**config.mk**
```make
export PLATFORM = sky130hd
export DESIGN_NAME = bus_merge
export DESIGN_NICKNAME = d
export VERILOG_FILES = /design/src/ext_mem_pkg.sv /design/src/bus_merge.sv
export SDC_FILE = /design/constraint.sdc
export NUM_CORES = 1
export LEC_CHECK = 0
export BUFFER_PORTS_ARGS = -buffer_cell sky130_fd_sc_hd__clkbuf_2
export CAP_MARGIN = 20
export CORE_AREA = 5 5 84 86
export DETAILED_ROUTE_END_ITERATION = 6
export DIE_AREA = 0 0 89 91
export SYNTH_ARGS = -nofsm -noshare
export SYNTH_HDL_FRONTEND = slang
export SYNTH_SLANG_ARGS = --single-unit
export TNS_END_PERCENT = 5
```
**constraint.sdc**
```tcl
create_clock -name clk -period 4.1 [get_ports clk]
set_clock_uncertainty 0.05 [all_clocks]
set_input_delay 0.41 -clock clk [delete_from_list [all_inputs] [get_ports clk]]
set_output_delay 0.41 -clock clk [all_outputs]
set_load 0.02 [all_outputs]
```
**src/ext_mem_pkg.sv**
```systemverilog
package ext_mem_pkg;

   // Bus widths
   localparam int addr_w = 14;  // Word address
   localparam int data_w = 32;
   localparam int strb_w = 4;   // Nonzero strobe marks a write

   // Level-one geometry, direct mapped, one word per line
   localparam int l1_index_w = 5;
   localparam int l1_tag_w   = 9;
   localparam int l1_lines   = 1 << l1_index_w;

   // Level-two geometry
   localparam int l2_index_w = 7;
   localparam int l2_tag_w   = 7;
   localparam int l2_lines   = 1 << l2_index_w;

   // FSM encodings
   localparam logic [1:0] l1_st_idle  = 2'd0;
   localparam logic [1:0] l1_st_read  = 2'd1;  // Refill after a read miss
   localparam logic [1:0] l1_st_write = 2'd2;  // Write passing down the bus

   localparam logic [1:0] l2_st_idle  = 2'd0;
   localparam logic [1:0] l2_st_fill  = 2'd1;
   localparam logic [1:0] l2_st_write = 2'd2;

   // Word address seen flat or as tag and index
   typedef union packed {
      logic [addr_w-1:0] word;
      struct packed {
         logic [l1_tag_w-1:0]   tag;
         logic [l1_index_w-1:0] index;
      } split;
   } l1_addr_t;

   typedef union packed {
      logic [addr_w-1:0] word;
      struct packed {
         logic [l2_tag_w-1:0]   tag;
         logic [l2_index_w-1:0] index;
      } split;
   } l2_addr_t;

   // Replace only the strobed bytes of a stored word
   function automatic logic [data_w-1:0] merge_bytes(input logic [data_w-1:0] old_word,
                                                     input logic [data_w-1:0] new_word,
                                                     input logic [strb_w-1:0] strb);
      logic [data_w-1:0] result;
      result = old_word;
      for (int b = 0; b < strb_w; b++) begin
         if (strb[b])
            result[8*b +: 8] = new_word[8*b +: 8];
      end
      return result;
   endfunction

endpackage

```
**src/bus_merge.sv**
```systemverilog
module bus_merge (
   input  logic                                  clk,
   input  logic                                  rst,
   // Master 0 is the instruction cache and master 1 the data cache
   input  logic [1:0]                            m_valid,
   input  logic [1:0][ext_mem_pkg::addr_w-1:0]   m_addr,
   input  logic [1:0][ext_mem_pkg::data_w-1:0]   m_wdata,
   input  logic [1:0][ext_mem_pkg::strb_w-1:0]   m_wstrb,
   output logic [ext_mem_pkg::data_w-1:0]        m_rdata,
   output logic [1:0]                            m_ready,
   // Slave side
   output logic                                  s_valid,
   output logic [ext_mem_pkg::addr_w-1:0]        s_addr,
   output logic [ext_mem_pkg::data_w-1:0]        s_wdata,
   output logic [ext_mem_pkg::strb_w-1:0]        s_wstrb,
   input  logic [ext_mem_pkg::data_w-1:0]        s_rdata,
   input  logic                                  s_ready
);

   logic locked;   // Grant held until s_ready
   logic grant_q;
   logic sel;

   // Fixed priority to the data cache when free
   assign sel = locked ? grant_q : m_valid[1];

   assign s_valid = m_valid[sel];
   assign s_addr  = m_addr[sel];
   assign s_wdata = m_wdata[sel];
   assign s_wstrb = m_wstrb[sel];

   assign m_rdata    = s_rdata;  // Data goes to both masters and ready only to the granted one
   assign m_ready[0] = s_ready & ~sel;
   assign m_ready[1] = s_ready & sel;

   always_ff @(posedge clk or posedge rst) begin
      if (rst) begin
         locked  <= 1'b0;
         grant_q <= 1'b0;
      end else if (s_ready) begin
         locked <= 1'b0;
      end else if (s_valid && !locked) begin
         locked  <= 1'b1;
         grant_q <= sel;
      end
   end

   // Ready only reaches a master that still holds its request
   a_ready_to_requester: assert property (@(posedge clk) disable iff (rst)
      (m_ready & ~m_valid) == '0);

   // Slave must never see the request switch masters midway
   a_grant_held: assert property (@(posedge clk) disable iff (rst)
      s_valid && !s_ready |=> s_valid && (sel == $past(sel)));

endmodule

```
## Yosys cells after proc, flatten, opt, wreduce, memory -nomap -nowiden

Index checks and enable logic that the tools add are counted.

| word-level totals | value |
|---|---|
| register bits | 2 |
| bits of input ports | 137 |
| output and inout port bits | 85 |

| operators by class | value |
|---|---|
| magnitude comparators | 1 |
| multiplexer cells | 11 |
| bitwise logic cells | 4 |
| reduce and logical (&&, ||, !) cells | 4 |

Operator list:

| cell | count |
|---|---|
| $mux 32 | 2 |
| $mux 14 | 2 |
| $mux 4 | 2 |
| $mux 1 | 5 |
| $and 1x1->1 | 2 |
| $lt 1x2->1 const B | 1 |
| $not 1->1 | 2 |
| $reduce_and 2->1 | 1 |
| $reduce_bool 2->1 | 1 |
| $logic_and 1x1->1 | 1 |
| $logic_not 1->1 | 1 |

## Longest topological paths before layout

Gate-level depths: netlist of run 1.

| logic depth | value |
|---|---|
| word-level depth | 6 |
| depth in mapped cells | 3 |
| mapped depth without buffers | 2 |

## Least setup slack after synthesis of run 1

No wires, ideal clock.

| path | value |
|---|---|
| path kind | flip-flop to output port |
| start point | reg locked |
| end point | out s_addr[0] (netlist name) |
| arrival time | 1.354 ns |
| data required time | 3.640 ns |
| slack | 2.286 ns |
| stages on the path, launching flop included | 4 |
| path through | dfrtp_1 -> mux2i_4 -> buf_6 -> mux2_4 |

| on the way | value |
|---|---|
| longest elaborated chain between the ends | 3 |

RTL lines:

| element | line | source |
|---|---|---|
| from (decl) | bus_merge.sv:20 | `logic locked;` |
| from (signal assigned) | bus_merge.sv:38 | `locked <= 1'b0;` |
| from (signal assigned) | bus_merge.sv:41 | `locked <= 1'b0;` |
| from (signal assigned) | bus_merge.sv:43 | `locked <= 1'b1;` |
| $mux 1 | bus_merge.sv:25 | `assign sel = locked ? grant_q : m_valid[1];` |
| $mux 14 (not written as such) (2 in a row) | bus_merge.sv:28 | `assign s_addr = m_addr[sel];` |
| to (decl) | bus_merge.sv:13 | `output logic [ext_mem_pkg::addr_w-1:0] s_addr,` |

No other way between the ends. The select of a mux whose other input is x is not followed.

## Worst setup path after layout of run 1

| path | value |
|---|---|
| start point | reg locked |
| end point | out s_wstrb[3] (netlist name) |

| on the way | value |
|---|---|
| longest elaborated chain between the ends | 3 |

RTL lines:

| element | line | source |
|---|---|---|
| $mux 1 | bus_merge.sv:25 |  |
| $mux 4 (not written as such) (2 in a row) | bus_merge.sv:30 | `assign s_wstrb = m_wstrb[sel];` |
| to (decl) | bus_merge.sv:15 | `output logic [ext_mem_pkg::strb_w-1:0] s_wstrb,` |

No other way between the ends. The select of a mux whose other input is x is not followed.

==> results of run 1 <==
[state kept, by name (all words and copies together), names as in the netlist]
name	cells
grant_q	1
locked	1
[cell usage in the layout (no fill, tap or decap), types with 2 or more instances in the layout]
master	instances
sky130_fd_sc_hd__mux2_4	48
sky130_fd_sc_hd__clkbuf_8	3
sky130_fd_sc_hd__dfrtp_1	2
sky130_fd_sc_hd__buf_4	2
sky130_fd_sc_hd__clkbuf_2	157
sky130_fd_sc_hd__nor2_1	3
sky130_fd_sc_hd__mux2_2	2
[worst max path at each step]
stage	slack, ns	end	depth (start not counted)
2_1_floorplan	2.29	s_addr[0]	3
3_3_place_gp	1.95	s_wstrb[3]	5
6_report	1.72	s_wstrb[3]	4
5_1_grt	1.63	s_wstrb[3]	4
4_1_cts	1.70	s_wstrb[3]	4
3_5_place_dp	1.94	s_wstrb[2]	5
[per-stage QoR]
step           power (uW)  cell area, um2  cells
6_report              451            1830    304
5_1_grt               479            1830    304
4_1_cts               458            1830    304
3_5_place_dp          378            1780    300
3_3_place_gp          374            1780    300
2_1_floorplan         318            1180    101
[per-layer routing]
| layer | global-route usage [%] | vias up | wire length (um) |
|---|---|---|---|
| li1 | - | 575 | - |
| met5 | 0 | - | 0 |
| met4 | 4.71 | 0 | 138 |
| met1 | 6.34 | 522 | 1050 |
| met2 | 16.2 | 102 | 2030 |
| met3 | 3.35 | 20 | 779 |
[layout make-up]
class | count | area, um2 | area share, %
flip-flops and latches | 2 | 50.0 | 2.74
inverters | 1 | 3.75 | 0.205
multi-input cells | 61 | 827 | 45.2
clock buffers | 3 | 41.3 | 2.26
repair buffers | 160 | 811 | 44.3
well taps | 77 | 96.3 | 5.27
[critical path, delay by kind of cell (launching register included)]
family | cells | cell delay, ns
buf+inv | 2 | 0.60
mux | 2 | 0.65
flops | 1 | 0.44
[power groups by stage]
| stage | combinational [uW] | clock (uW) | sequential [uW] |
|---|---|---|---|
| global route | 371 | 81.4 | 26.2 |
| detailed placement | 352 | 0 | 26.1 |
| floorplan | 292 | 0 | 25.6 |
| finish | 349 | 76.2 | 25.9 |
| global placement | 348 | 0 | 25.9 |
| CTS | 353 | 78.9 | 26.0 |
[cell families after synthesis]
logic type / count (synthesis)
AO/OA/AOI/OAI: 2
buffers and inverters: 38
flip-flops: 2
multiplexers: 52
AND/OR/NAND/NOR: 7
==> summary by stage, run 1 <==
Status
The flow ran to the end, and the final reports show no timing, DRC or antenna violations.

Global route
Entering global routing, the biggest net connects 30 pins. The total congestion overflow is 0. The number of antenna violations at the first check in global routing is 0. The number of global-route vias before repair is 1201. Global routing used 8.20% of the available tracks. The wire length of the first global-routing pass is 5370 um.

Power and ir drop
The switching power is 186 uW. Internal power comes to 265 uW. The largest vdd supply drop is 0.144 mV.

For this design the ratio of total power to cell area is 246 nW/um2. Sequential cells burn 5.7% of the power. The power share of the combinational group is 77.4%. In this run the static leakage power is 0.00115 uW. The clock network accounts for 16.9% of the total power. In this run switching power makes up 41.3% of total power.

Synth
In the synthesized netlist, the cells that appear most often are 48 x sky130_fd_sc_hd__mux2_4, 32 x sky130_fd_sc_hd__buf_4, 5 x sky130_fd_sc_hd__buf_6. During synthesis, Yosys emitted a total of 0 warnings. The fraction of registers with async set/reset is 100%.

Of the total synthesized cell area, the portion taken by AND, OR, NAND and NOR gates is 3.19%. Counting flops with a built-in enable in the synthesized netlist gives 0. Summing the areas of all compound-gate instances in the mapped netlist gives 1.17% of the synthesized area. The post-synthesis xor/xnor area fraction is 0%. The most instantiated flip-flop cell in the synthesis netlist is sky130_fd_sc_hd__dfrtp_1. The synthesized area per cell is 11.7 um2. The adder-cell share of the synthesized area is 0%. The most repeated cell in the gate-level netlist after synthesis is sky130_fd_sc_hd__mux2_4. Synthesis inferred 2 register bits. The number of nets in the synthesized netlist is 238. The total standard cell area after synthesis is 1180 um2. The count of distinct cell types in the synthesized netlist is 15. sky130_fd_sc_hd__mux2_4 takes more of the synthesized area than any other cell.

Of the post-synthesis cell area, the part taken by muxes is 65.9%. In the post-synthesis netlist, the biggest area contributors are sky130_fd_sc_hd__mux2_4 61%, sky130_fd_sc_hd__buf_4 20%, sky130_fd_sc_hd__buf_6 4.8%. The share of the synthesized area in the top cell type is 61.2%.

After synthesis, the largest family of logic cells by area is multiplexers. Of the synthesized area, sequential elements account for 4.25%. The cell count after synthesis came out at 101.

Clock tree
The number of clock buffers inserted by TritonCTS is 3. The number of hold buffers added after cts is 1. The tree is rooted in a sky130_fd_sc_hd__clkbuf_8.

The CTS tree is yes. The tree built by TritonCTS fans out to 2 sinks. In this run, post-CTS repair resized a total of 0 instances.

In this run the deepest clock path goes through 2 buffers. The buffers inserted during post-CTS setup optimization is 0. Clock-pin slew was measured on the worst setup and hold paths at 0.03 ns. For the worst-skew pair, the clock arrives at the later sink with an insertion delay of 0.21 ns. The count of H-tree levels built during CTS is 1.

Worst setup path
For the worst setup path, the data required time is 3.64 ns. The worst setup path is launched from a flip-flop. The worst-case reg-to-reg path depth is 2. In this design, the stage delay of the slowest critical-path cell is 0.45 ns. The slowest stage of the critical path belongs to the cell sky130_fd_sc_hd__buf_4. In this run the critical register-to-register path is launched from locked. The worst setup path is captured at a primary output. Traced cell by cell, the critical path runs through mux2i_4 > buf_4 > mux2_2 > clkbuf_2. The most critical setup path has its startpoint at locked. The capture point of the worst reg-to-reg path is grant_q. The data arrival at the endpoint of the critical path is 1.92 ns. The largest driver fanout on the critical path is 29.

The worst setup slack for register-to-register paths is 2.82 ns. The category of the most critical setup path is reg2out.

Die
The die extent in y is 91 um. The floorplan step defined a die boundary enclosing 8100 um2. The placeable core region is 6200 um2.

The site row count is 29. The die width is 89 um. The number of primary I/O pins is 222. The initial core utilization is 19.0%.

STA
The worst path setup slack after routing is 1.72 ns. The final hold violation count came to 0. After layout, the worst path uses 58.0% of the clock period. Setup violations remaining at the end of the flow were counted as 0. Final hold analysis gives a worst-case slack of 0.372 ns. Setup repair after global routing left no endpoint under its margin. Derived from the worst setup path, the maximum achievable clock frequency is 0.420 GHz. The max-slew violation total from the final report came to 0. The normalized max-slew margin is 67.6%.

At the pin with the least slew margin, the transition time is 0.486 ns. In the final timing run, aggregate negative setup slack is 0 ns. The worst path in the final design needs a cycle of 2.38 ns, including I/O delays and setup.

Hold path
The worst hold path depth is 2. The worst hold path startpoint is s_ready. The worst hold path terminates at locked.

The worst min-delay path class is in2reg.

Final layout
The count of inserted antenna diode cells is 0. The post-route netlist has 94.3% of its cells at a drive strength greater than 1. Cells fill 29.5% of the core in the end. The post-layout net count is 366.

Counting the fill cells in the layout gives 650. The synthesis-to-finish area growth is 55.4%.

Drt
After the first detailed-routing iteration, the DRC count stood at 7. The detailed router placed 1219 vias in this run. The first-pass iteration count of the detailed router is 4.

The wire length after detailed routing is 4000 um. Dividing the detail-routed wire length by the instance count gives 13.2 um. The number of antenna-violating nets in the routed design is 0. The detailed-route vias per instance is 4.01.

After detailed routing, the number of remaining DRC violations is 0.

Placement
After legalization and detailed placement, the total HPWL measured 3680 um. At the end of routability-driven placement, the weighted congestion stood at 0.697. The count of port buffers added during placement is 157. The post-place setup slack is 1.94 ns.

Job
The count of max-cap constraint violations is 0.
Power figures use the tool's default switching activity.
==> run 2: changes to the inputs <==
Settings changed: ABC_AREA set to 1, CORE_AREA 5 5 84 86 to 5 5 83 85, DIE_AREA 0 0 89 91 to 0 0 88 90.
Clock period 4.1 ns to 2.3 ns, I/O delays scaled along.
==> summary by stage, run 2 <==
Drt
The wire length after detailed routing is 4130 um (+3.2%). The number of antenna-violating nets in the routed design was 0 (unchanged). The total via count after detailed routing is 1603 (+32%). The first-pass iteration count of the detailed router is 4 (unchanged). The detailed-route vias per instance is 3.89 (-3.0%). The DRC violations left was 0 (unchanged). The detailed router's first-iteration violation count is 28 (+21). The routed length per placed instance was 10.0 um (-24%).

Power and ir drop
The standby leakage power is 0.00122 uW (+5.9%). The power share of the combinational group was 76.2% (-1.2 points). The clock power share is 18.1% (+1.2 points).

The switching power is 405 uW (+120%). The largest vdd supply drop came to 0.213 mV (+47%). The power per standard cell area is 461 nW/um2 (+87%). The internal power component is 360 uW (+36%). The relative contribution of sequential cells to total power is 5.7% (about the same). The switching portion of total power is 53.0% (+12 points). The total power consumption of the routed design came to 765 uW (+70%).

Clock tree
The buffers inserted during post-CTS setup optimization is 0 (unchanged). The clock latency on the worst-skew pair is 0.21 ns (about the same). The number of gates given a new drive strength after cts was 0 (unchanged). The clock-pin slew of the registers on the worst-case setup and hold paths is 0.03 ns (about the same). The maximum buffer depth of the clock tree is 2 (unchanged). The clock sink total is 2 (unchanged). The number of hold buffers added after cts came to 1 (unchanged).

The CTS tree is yes. The number of clock buffers inserted by TritonCTS is 3 (unchanged). The cell at the root of the clock tree is sky130_fd_sc_hd__clkbuf_8. The count of H-tree levels built during CTS is 1 (unchanged).

Final layout
The multi-input combinational cell area is 634 um2 (-23%). The post-layout net count was 474 (+30%). The share of cells above drive strength 1 is 49.3% (-45 points). The largest registers in the layout are grant_q: 1 flops, locked: 1 flops. From synthesis to final layout, the design area changed by 60.1%.

The share of the core filled with cells in the final layout came to 27.1% (-2.4 points). The area used by sequential logic in the layout is 50.0 um2 (unchanged). The area of all placed cells without fillers is 1660 um2 (-9.2%). The number of filler cells placed in the layout is 704 (+8.3%). The library cell used most frequently in the layout, excluding fill and tap cells, is sky130_fd_sc_hd__clkbuf_2. The count of inserted antenna diode cells is 0 (unchanged).

The library cells used most frequently in the layout, excluding fill and tap cells, are 157 x sky130_fd_sc_hd__clkbuf_2, 154 x sky130_fd_sc_hd__nand2_1, 5 x sky130_fd_sc_hd__inv_1.

Synth
Sorting the synthesized cells by how often they occur yields 154 x sky130_fd_sc_hd__nand2_1, 32 x sky130_fd_sc_hd__buf_4, 5 x sky130_fd_sc_hd__buf_2, 5 x sky130_fd_sc_hd__inv_1, 4 x sky130_fd_sc_hd__buf_6. The share of the synthesized area in compound gates (AO/OA/AOI/OAI) came to 0.603% (-0.57 points). Summed over all instances, the cell type with the most area after synthesis is sky130_fd_sc_hd__nand2_1. The most instantiated flip-flop cell in the synthesis netlist is sky130_fd_sc_hd__dfrtp_1. The count of state elements after synthesis is 2 (unchanged). The post-synthesis xor/xnor area fraction is 0% (unchanged). The total of warnings raised by yosys is 0 (unchanged). The post-synthesis net count was 351 (+47%). The count of distinct cell types in the synthesized netlist is 14 (-1). The share of the synthesized area in the top cell type is 55.7% (-5.5 points). In the post-synthesis netlist, the biggest area contributors are sky130_fd_sc_hd__nand2_1 56%, sky130_fd_sc_hd__buf_4 23%, sky130_fd_sc_hd__dfrtp_1 4.8%. The post-synthesis instance total is 214 (+110%). After synthesis, the largest family of logic cells by area is simple AND/OR/NAND/NOR gates. The fraction of registers with async set/reset is 100% (unchanged). The synthesized area per cell is 4.85 um2 (-58%). The most repeated cell in the gate-level netlist after synthesis is sky130_fd_sc_hd__nand2_1. The share of synthesized area occupied by flip-flops and latches came to 4.83% (+0.57 points). The simple-gate area share of the yosys netlist is 60.6% (+57 points). The total standard cell area after synthesis is 1040 um2 (-12%). The adder-cell share of the synthesized area was 0% (unchanged).

The multiplexer fraction of the synthesized cell area is 0% (-66 points). The number of synthesized flops with an enable pin came to 0 (unchanged).

Hold path
The tightest min-delay check is of the in2reg type. The worst hold path startpoint is s_ready. The worst hold path depth is 2 (unchanged).

Die
The number of primary I/O pins is 222 (unchanged). The initial core utilization came to 16.9% (-2.1 points). The die width was 88 um (-1.1%). The site row count is 29 (unchanged). The placeable core region was 6130 um2 (-1.2%). The die extent in y was 90 um (-1.1%).

The die area is 7920 um2 (-2.2%).

Placement
The count of port buffers added during placement is 157 (unchanged). The routability congestion estimate came to 0.760 (+9.0%). The placed cell area is 1610 um2 (-9.5%). The sum of net half-perimeters after detailed placement is 3540 um (-4.0%).

STA
The final hold violation count is 0 (unchanged). The max-slew violation total from the final report was 0 (unchanged). The slew of the pin with the lowest slew margin is 0.363 ns (-0.124 ns).

The time the worst path needs with I/O delays and setup is 1.90 ns. The final setup TNS was 0 ns (unchanged). Setup repair after global routing left no endpoint under its margin. Of the available clock period, the critical path in the final layout requires 82.6%. Derived from the worst setup path, the maximum achievable clock frequency is 0.526 GHz. The normalized max-slew margin is 75.8% (+8.2 points). The final number of setup-violating endpoints came to 0 (unchanged).

Worst setup path
The highest cell delay on the worst timing path is 0.39 ns (-0.06 ns). The category of the most critical setup path is reg2out. The worst-case reg-to-reg path depth is 6 (+4). On the critical path the largest part of the delay comes from buffers and inverters. The worst setup path is captured at a primary output. The largest driver fanout on the critical path was 24 (-17%). The standard cell with the maximum stage delay on the critical path is sky130_fd_sc_hd__dfrtp_1. The worst setup slack for register-to-register paths is 1.30 ns (-1.52 ns). Traced cell by cell, the critical path runs through inv_1 > nand2_2 > nand2_4 > buf_4 > nand2_1 > nand2_1 > clkbuf_2. The critical path launch point type is a flip-flop. The total buffers and inverters traversed by the critical path is 3 (+1). The endpoint required time on the critical path is 2.02 ns (-1.62 ns). The startpoint identified for the worst register-to-register timing path is locked. The number of stages on the worst setup path is 7 (+3). The cell occurring most often along the worst timing path is sky130_fd_sc_hd__nand2_1. The startpoint of the worst setup timing path is locked. The data arrival at the endpoint of the critical path came to 1.62 ns (-0.30 ns).

Global route
The wire length of the first global-routing pass is 6180 um (+15%). The total congestion overflow is 0 (unchanged). The number of antenna violations at the first check in global routing is 0 (unchanged).

The total global routing track utilization was 9.39% (+1.2 points). The pin count of the biggest net entering global routing is 52 (+73%). The number of global-route vias before repair came to 1491 (+24%).

Status
The run finished with clean final reports.

Job
The count of max-cap constraint violations is 0 (unchanged).
run 2: changes by cell type in the layout (fill, tap and decap cells not counted), sizes merged, moves of 2 or more:
cell and delta:
mux2 -50, inv +5, mux2i -2, nand2 +156
nand3 +3
run 2: worst register-to-register path, delay by kind of cell, from the launching register on:
kind | cells | cell delay [ns]
DFF | 1 | 0.39
and+or+nand+nor | 5 | 0.35
buffers and inverters | 1 | 0.11
run 2: cell families (layout without fill, tap and decap cells):
group,count (synthesis),after routing
buffers and inverters,48,169
AND/OR/NAND/NOR,163,163
AO/OA/AOI/OAI,1,1
flip-flops,2,2
run 2: stage by stage:
| stage | worst slack (ns) | hold slack (ns) | std cells |
|---|---|---|---|
| 2_1_floorplan | 0.938 | -0.0788 | 214 |
| 3_3_place_gp | 0.639 | 0.0185 | 408 |
| 3_5_place_dp | 0.591 | 0.0204 | 408 |
| 4_1_cts | 0.364 | 0.172 | 412 |
| 5_1_grt | 0.273 | 0.187 | 412 |
| 6_report | 0.400 | 0.181 | 412 |
run 2: final cells by class:
| cell class | instances | share of cell area [%] |
|---|---|---|
| inverter | 6 | 1.66 |
| multi-input combinational | 164 | 38.2 |
| sequential | 2 | 3.01 |
| tap | 77 | 5.80 |
| timing repair buffer | 160 | 48.8 |
| clock buffer | 3 | 2.49 |
run 2: path summary, 6_finish.rpt:
path                        endpoint
max in group asynchronous     locked
min                           locked
min reg2reg                  grant_q
max reg2reg                  grant_q
max                        s_addr[6]
min in group asynchronous    grant_q
run 2: layer usage:
layer / GRT usage [%] / share of wire [%] / routed length, um
met5: 0 / 0 / 0
met4: 4.73 / 3.1 / 127
met3: 1.46 / 13 / 523
met2: 18.1 / 50 / 2060
met1: 9.28 / 34 / 1420
run 2: power groups by stage:
stage          Sequential, uW  Clock (uW)  Combinational (uW)
3_3_place_gp             43.5           0                 586
6_report                 43.6         138                 583
5_1_grt                  43.7         149                 645
2_1_floorplan            43.2           0                 458
4_1_cts                  43.5         142                 594
3_5_place_dp             43.9           0                 591
==> run 3: changes to the inputs <==
Clock period 2.3 ns to 1.8 ns, I/O delays scaled along.
==> summary by stage, run 3 (synthesized netlist as in run 2, its figures left out) <==
Status
The flow ran to the end, and the final reports show no timing, DRC or antenna violations.

Global route
The total congestion overflow is 0 (unchanged). The total global routing track utilization came to 8.73% (-0.66 points). The number of global-route vias before repair was 1400 (-6.1%). The number of antenna violations at the first check in global routing is 0 (unchanged). The wire length of the first global-routing pass is 5750 um (-6.8%). The pin count of the biggest net entering global routing was 52 (unchanged).

Final layout
The number of filler cells placed in the layout is 697 (-0.99%). The synthesis-to-finish area growth is 63.9%. The most frequent standard cell in the layout excluding fill and tap cells is sky130_fd_sc_hd__clkbuf_2.

The count of inserted antenna diode cells came to 0 (unchanged). The largest registers in the layout are grant_q: 1 flops, locked: 1 flops. The post-layout net count was 474 (unchanged). The share of cells above drive strength 1 is 49.3% (unchanged). The share of the core filled with cells in the final layout came to 27.7% (+0.65 points). In the layout the commonest cells are 157 x sky130_fd_sc_hd__clkbuf_2, 154 x sky130_fd_sc_hd__nand2_1, 5 x sky130_fd_sc_hd__inv_1.

Worst setup path
The largest driver fanout on the critical path is 51 (+110%). The category of the most critical setup path is reg2out. By instance count, the cell type seen most on the critical path is sky130_fd_sc_hd__nand2_1.

The highest cell delay on the worst timing path came to 0.39 ns (about the same). The type of destination of the critical path is a primary output. The data arrival at the endpoint of the critical path is 1.43 ns (-0.19 ns).

The largest delay contributor family on the critical path is simple AND/OR/NAND/NOR gates. The total buffers and inverters traversed by the critical path is 2 (-1). The endpoint required time on the critical path is 1.57 ns (-0.45 ns). The critical path launch point type is a flip-flop. Traced cell by cell, the critical path runs through nand2_1 > nand2_4 > inv_8 > nand2_1 > nand2_1 > clkbuf_2.

The slowest stage of the critical path is the sky130_fd_sc_hd__dfrtp_1 cell.

STA
The final setup TNS is 0 ns (unchanged). After layout, the worst path uses 92.1% of the clock period. The final number of setup-violating endpoints is 0 (unchanged). The routed design could run at a clock period as short as 1.66 ns.

The max-slew violation total from the final report was 0 (unchanged). The maximum clock rate is 0.603 GHz. The final hold violation count was 0 (unchanged). The worst path setup slack after routing was 0.142 ns (-0.258 ns). The slew of the pin with the lowest slew margin was 0.271 ns (-0.0918 ns).

Setup repair after global routing left no endpoint under its margin. The normalized max-slew margin is 81.9% (+6.1 points).

Die
The site row count is 29 (unchanged). The die area was 7920 um2 (unchanged). The number of primary I/O pins is 222 (unchanged). The initial core utilization is 16.9% (unchanged).

The placeable core region is 6130 um2 (unchanged). The die extent in y is 90 um (unchanged). The die width is 88 um (unchanged).

Drt
The DRC violations left is 0 (unchanged). The routed length per placed instance is 10.3 um (+3.3%). The number of antenna-violating nets in the routed design is 0 (unchanged). The first-pass iteration count of the detailed router is 4 (unchanged). The detailed router's first-iteration violation count is 26 (-7.1%). The total via count after detailed routing is 1595 (-0.50%). The wire length after detailed routing is 4260 um (+3.3%). The detailed-route vias per instance was 3.87 (-0.50%).

Power and ir drop
The power per standard cell area is 593 nW/um2 (+29%). The standby leakage power is 0.00123 uW (+1.3%). The largest vdd supply drop was 0.336 mV (+58%).

Hold path
The worst min-delay path class is in2reg.

Placement
The routability congestion estimate came to 0.684 (-10%). The sum of net half-perimeters after detailed placement is 3310 um (-6.3%). The count of port buffers added during placement came to 157 (unchanged). The post-place setup slack came to 0.327 ns (-0.263 ns).

Clock tree
The clock latency on the worst-skew pair was 0.21 ns (about the same). The count of H-tree levels built during CTS is 1 (unchanged). The maximum buffer depth of the clock tree is 2 (unchanged). TritonCTS built the clock tree. The clock-pin slew of the registers on the worst-case setup and hold paths is 0.03 ns (about the same). The cell at the root of the clock tree is sky130_fd_sc_hd__clkbuf_8. The clock sink total came to 2 (unchanged). The number of clock buffers inserted by TritonCTS is 3 (unchanged).

Job
The count of max-cap constraint violations is 0 (unchanged).
## run 3: cell count changes in the layout (fill, tap and decap cells not counted)
cell	previous run	this run
sky130_fd_sc_hd__clkbuf_16	0	1
sky130_fd_sc_hd__buf_4	2	0
sky130_fd_sc_hd__buf_16	0	1
sky130_fd_sc_hd__inv_6	1	0
sky130_fd_sc_hd__inv_8	0	1
## run 3: where the power goes
group	internal (uW)	switching, uW
registers	51.2	4.27
clock network	141	34.7
logic	289	488
## run 3: cell type report
| type | instances | area [um2] | share of cell area [%] |
|---|---|---|---|
| Inverter | 6 | 30.0 | 1.77 |
| Tap cell | 77 | 96.3 | 5.67 |
| Sequential cell | 2 | 50.0 | 2.94 |
| Multi-Input combinational cell | 164 | 634 | 37.3 |
| Timing Repair Buffer | 160 | 848 | 49.9 |
| Clock buffer | 3 | 41.3 | 2.43 |
## run 3: path summary, 6_finish.rpt
check | start | end | slack [ns] | depth (start not counted)
setup / recovery | locked | s_addr[7] | 0.14 | 6
hold / removal | s_ready | locked | 0.12 | 2
setup reg to reg | locked | grant_q | 0.83 | 6
hold reg to reg | grant_q | grant_q | 0.44 | 2
max in group asynchronous | rst | locked | 1.27 | 3
min in group asynchronous | rst | grant_q | 0.32 | 3
## run 3: routing by layer
metal | routed length, um | share of wire [%] | global-route usage (%) | vias up
met5 | 0 | 0 | 0 | -
met4 | 139 | 3.3 | 4.99 | 0
met3 | 497 | 12 | 1.28 | 18
met2 | 2130 | 50 | 17.1 | 104
met1 | 1500 | 35 | 8.19 | 630
li1 | - | - | - | 843
## run 3: stage by stage
step                      hold slack, ns  cell area, um2  cells  power [uW]
final                              0.117            1700    412        1010
after global routing               0.104            1700    412        1100
after CTS                          0.107            1670    411        1000
after detailed placement         -0.0338            1610    407         815
after global placement           -0.0369            1610    407         805
after floorplan                   -0.129            1040    214         640
## run 3: what timing repair did
action                                  in CTS  in global routing
hold endpoints to repair                     2                  0
endpoints found under the setup margin       0                  1
resized for setup                            0                  2
buffers inserted                             0                  0
hold buffers                                 1                  0
